===== config.mk =====
export PLATFORM = sky130hd
export DESIGN_NAME = pio_bus_decode
export DESIGN_NICKNAME = d
export VERILOG_FILES = /design/src/logic/pio_wmem_pkg.sv /design/src/logic/pio_bus_decode.sv
export SDC_FILE = /design/constraint.sdc
export NUM_CORES = 1
export LEC_CHECK = 0
export BUFFER_PORTS_ARGS = -buffer_cell sky130_fd_sc_hd__buf_4
export CORE_AREA = 2 2 78 80
export DETAILED_ROUTE_END_ITERATION = 6
export DIE_AREA = 0 0 80 82
export GPL_ROUTABILITY_DRIVEN = 0
export PLACE_DENSITY_LB_ADDON = 0.25
export REMOVE_ABC_BUFFERS = 1
export SYNTH_ARGS = -nofsm -noshare
export SYNTH_HDL_FRONTEND = slang
export SYNTH_SLANG_ARGS = --single-unit

===== constraint.sdc =====
create_clock -name clk -period 1.05 [get_ports clk]
set_input_delay 0.105 -clock clk [delete_from_list [all_inputs] [get_ports clk]]
set_output_delay 0.105 -clock clk [all_outputs]
set_load 0.1 [all_outputs]

===== src/logic/pio_wmem_pkg.sv =====
package pio_wmem_pkg;

	// the programmed-I/O bus moves one 32-bit dword per access.
	localparam int PIO_NBITS = 32;

	// byte address width of the PIO bus.
	// Bits 1..0 are never looked at, since every access is a full dword.
	localparam int PIO_ADDR_NBITS = 16;

	// the top address bits form the region field that picks a target block.
	// Bits below the region field are left to the target for its own decode.
	localparam int REGION_LSB = 13;

	// width of the region field, bits 15..13 of the byte address.
	localparam int REGION_NBITS = PIO_ADDR_NBITS - REGION_LSB;

	// region code of wide memory A.
	localparam logic [REGION_NBITS-1:0] REGION_WMEM_A = 3'd0;

	// region code of wide memory B.
	// Any region code that is neither A nor B is unmapped.
	// The decoder then answers the access by itself with zero data.
	localparam logic [REGION_NBITS-1:0] REGION_WMEM_B = 3'd1;

endpackage


===== src/logic/pio_bus_decode.sv =====
module pio_bus_decode import pio_wmem_pkg::*; #(
	parameter int CLK_DIV_RATIO = 4
) (
	input  logic                      clk,
	input  logic                      rst_n,
	input  logic [PIO_ADDR_NBITS-1:0] pio_addr,
	input  logic [PIO_NBITS-1:0]      pio_din,
	input  logic                      pio_rd,
	input  logic                      pio_wr,
	input  logic                      mem_ack_a,
	input  logic [PIO_NBITS-1:0]      mem_rdata_a,
	input  logic                      mem_ack_b,
	input  logic [PIO_NBITS-1:0]      mem_rdata_b,
	output logic [PIO_NBITS-1:0]      pio_rdata,
	output logic                      pio_ack,
	output logic [PIO_ADDR_NBITS-1:0] reg_addr,
	output logic [PIO_NBITS-1:0]      reg_din,
	output logic                      reg_rd,
	output logic                      reg_wr,
	output logic                      reg_ms_a,
	output logic                      reg_ms_b,
	output logic                      clk_div
);

	localparam int CNT_NBITS = $clog2(CLK_DIV_RATIO);
	localparam logic [CNT_NBITS-1:0] CNT_LAST = CNT_NBITS'(CLK_DIV_RATIO - 1);

	logic [CNT_NBITS-1:0]    div_cnt;
	logic [REGION_NBITS-1:0] region;
	logic [REGION_NBITS-1:0] region_q;
	logic                    unmap_req;
	logic                    unmap_pend;
	logic                    unmap_ack;

	// the bus itself reaches both memories untouched.
	assign reg_addr = pio_addr;
	assign reg_din  = pio_din;
	assign reg_rd   = pio_rd;
	assign reg_wr   = pio_wr;

	// the select levels follow the region field of the current address.
	assign region   = pio_addr[PIO_ADDR_NBITS-1:REGION_LSB];
	assign reg_ms_a = (region == REGION_WMEM_A);
	assign reg_ms_b = (region == REGION_WMEM_B);
	assign unmap_req = (pio_rd | pio_wr) & ~reg_ms_a & ~reg_ms_b;

	// free-running divider, one strobe every CLK_DIV_RATIO cycles.
	always_ff @(posedge clk) begin
		if (!rst_n) begin
			div_cnt <= '0;
			clk_div <= 1'b0;
		end else begin
			clk_div <= (div_cnt == CNT_LAST);
			if (div_cnt == CNT_LAST) begin
				div_cnt <= '0;
			end else begin
				div_cnt <= div_cnt + 1'b1;
			end
		end
	end

	// the region of the last access steers the return path until the next one.
	// Unmapped accesses are acked here on the same divider pacing as a memory.
	always_ff @(posedge clk) begin
		if (!rst_n) begin
			region_q   <= REGION_WMEM_A;
			unmap_pend <= 1'b0;
			unmap_ack  <= 1'b0;
		end else begin
			if (pio_rd || pio_wr) begin
				region_q <= region;
			end
			if (unmap_req) begin
				unmap_pend <= 1'b1;
			end else if (clk_div) begin
				unmap_pend <= 1'b0;
			end
			if (clk_div) begin
				unmap_ack <= unmap_pend;
			end
		end
	end

	always_comb begin
		case (region_q)
			REGION_WMEM_A: begin
				pio_ack   = mem_ack_a;
				pio_rdata = mem_rdata_a;
			end
			REGION_WMEM_B: begin
				pio_ack   = mem_ack_b;
				pio_rdata = mem_rdata_b;
			end
			default: begin
				pio_ack   = unmap_ack;
				pio_rdata = '0;
			end
		endcase
	end

endmodule


==> impl_metrics.json <==
{
  "die_h_um": 82,
  "outcome": "complete, but fails checks",
  "fillers": 515,
  "use_met1": 0.1287,
  "syn_to_final_growth_pct": 135.1,
  "critPathBufInv": 3,
  "seq_area_frac_synth": 0.1501,
  "antenna_found_initial": 0,
  "vias_per_cell": 4.929,
  "drtIter0Drc": 54,
  "cts_tree": "built",
  "critPathRequiredTime_ps": 940,
  "maxSlewViolCount": 0,
  "postLayoutCoreUtil": 0.4366,
  "crit_slowest_cell": "dfxtp_2",
  "syn_area_per_cell_um2": 8.820,
  "synth_top_area_frac": 0.3728,
  "ys_seq_elements": 8,
  "crit_fanout": 8,
  "num-nets-final": 314,
  "clk_root_buffer_cell": "clkbuf_8",
  "timing.final.ws_setup_ps": -513.6,
  "r2r_setup_slack_ps": 10,
  "violations": "negative setup slack",
  "pwr-share-comb": 0.786,
  "min_period_ps": 1564,
  "ys_warn_count": 0,
  "syn_area_um2": 1067,
  "routedWlPerCell_um": 29.28,
  "synthTopCellsByArea": "buf_4, a22o_1, dfxtp_1",
  "wl_um": 7848,
  "yosysTopAreaCell": "buf_4",
  "grt_pass1_vias": 1188,
  "cts_made_buffers": 3,
  "rows": 28,
  "worstSetupEndpointType": "primary output",
  "clk_latency_ps": 220,
  "fin_crit_sh": 1.489,
  "fmax_mhz": 639.6,
  "arrival_ps": 1460,
  "holdPathStages": 2,
  "critPathMostFrequentCell": "buf_12",
  "vias": 1321,
  "crit_chain": "nor3_4, buf_12, clkbuf_16, a22o_1, buf_12",
  "antenna_left": 0,
  "die_x_um": 80,
  "start_kind": "flip-flop",
  "clock_path_buffers": 2,
  "power_density_nw_per_um2": 1299,
  "clock_power_share": 0.108,
  "p_leak_nw": 1.169,
  "grt_max_degree": 33,
  "rsz0062_at_grt": "yes",
  "dpl.hpwl_um": 5722,
  "io_buffers": 113,
  "coreArea_um2": 5746,
  "antenna_cells": 0,
  "drc": 0,
  "holdWs_ps": 147.1,
  "cts.sinks": 8,
  "skew_ps": 1.909,
  "grt_usage": 0.1954,
  "grt.busiest_layer": "met2",
  "power_mw": 3.259,
  "crit_family": "buffers and inverters",
  "worstHoldStart": "rst_n",
  "hold_end": "clk_div",
  "die_area_um2": 6560,
  "r2r_end": "region_q[2]",
  "drive_gt1_frac": 0.8394,
  "grtUsageMet2": 0.3283,
  "ios": 204,
  "reg2reg_from": "region_q[2]",
  "p_switching_mw": 1.631,
  "seq_power_share": 0.106,
  "p_sw_frac": 0.5004,
  "cap_viol_max_count": 0,
  "tightestPinTransition_ps": 280.7,
  "ir_drop_v": 0.0008009,
  "intPower_mw": 1.628,
  "r2r.worst_path.cells": 3,
  "setup_viol": 33,
  "dr.pass1.iters": 6,
  "gr-total-overflow": 0,
  "start_util": 0.1858,
  "hp-class": "in2reg",
  "final_hold_viol_count": 0,
  "htree_levels": 1,
  "critPathKind": "reg2out",
  "postSynthCellCount": 121,
  "setup_tns_ps": -15840,
  "grt_pass1_wl_um": 8721,
  "place_ws_ps": -382.5,
  "yosysUniqueCellTypes": 21,
  "relSlewSlack": 0.8144,
  "holdBufCountCts": 0,
  "grt_use_met3": 0.2429,
  "path_clk_slew_ps": 40,
  "cpPeakStageDelay_ps": 340
}
-- placed cells by master, fill, tap and decap left out, types with 2 or more instances in the layout --
| cell type | synthesis | layout |
|---|---|---|
| buf_4 | 53 | 82 |
| buf_12 | 0 | 36 |
| a22o_4 | 0 | 28 |
| dfxtp_1 | 8 | 5 |
| o21ai_0 | 4 | 4 |
| a22o_1 | 30 | 3 |
| or3b_1 | 3 | 3 |
| a21boi_1 | 3 | 3 |
| clkbuf_8 | 0 | 3 |
| clkbuf_16 | 0 | 3 |
| buf_6 | 3 | 3 |
| mux2i_1 | 2 | 2 |
| nor3b_1 | 2 | 2 |
| dfxtp_4 | 0 | 2 |
-- cell usage after synthesis --
cell,count
nor3_2,1
o22ai_1,1
nor2b_1,1
a21boi_0,1
mux2i_1,2
or3b_1,3
o31ai_1,1
nor3_1,1
nand2b_1,1
a22o_1,30
buf_6,3
buf_4,53
and2_1,1
and3b_1,1
a22o_2,2
dfxtp_1,8
ha_1,1
a21boi_1,3
o21ai_0,4
nor3b_1,2
nor3b_2,1
-- metrics by stage --
step	cells	area [µm²]
2_1_floorplan	65	635.6
3_3_place_gp	258	1653
3_5_place_dp	258	1653
4_1_cts	263	2153
5_1_grt	268	2509
6_report	268	2509
-- flip-flops by register name, summed over array words and instances (netlist names) --
signal and cells:
clk_div 1, div_cnt 2, region_q 3, unmap_ack 1, unmap_pend 1
-- cell families after synthesis --
logic type / synth area share
DFF: 0.1501
muxes: 0.01876
adders and majority gates: 0.01172
and+or+nand+nor: 0.09028
buffers and inverters: 0.4045
AOI/OAI and AO/OA: 0.3247
-- worst max-delay path by stage --
stage	start	endpoint	cells after the start	slack (ps)
final	region_q[2]	pio_rdata[13]	5	-510
after global routing	region_q[0]	pio_rdata[20]	5	-580
after CTS	region_q[2]	pio_rdata[7]	5	-500
after detailed placement	region_q[0]	pio_rdata[31]	4	-380
after global placement	region_q[0]	pio_rdata[31]	4	-390
after floorplan	region_q[0]	pio_ack	2	-1730
-- area by class of cell --
type,instances,area (µm²),area share
clock buffer,3,41.29,0.01646
timing repair buffer,125,1473,0.5870
multi-input combinational,57,732.0,0.2918
tap,75,93.84,0.03741
sequential,8,168.9,0.06733
-- what timing repair did --
item,in CTS,in global routing
cloned,1,4
setup buffers,1,2
setup endpoints to repair,36,36
resized for setup,103,30
pin swaps,4,5
-- power by group through the flow --
stage                     combinational (mW)  sequential (mW)  clock, mW
after floorplan                         1.23            0.356          0
after global placement                  1.84            0.351          0
after detailed placement                1.84            0.351          0
after CTS                               2.27            0.349      0.362
after global routing                    2.63            0.349      0.387
final                                   2.56            0.347      0.351
-- per-layer routing --
layer	vias up	routed length [µm]
li1	551	-
met1	570	1880
met2	178	3869
met3	20	1820
met4	2	228
met5	-	49
Note: power is estimated with default switching activity, not from simulation.
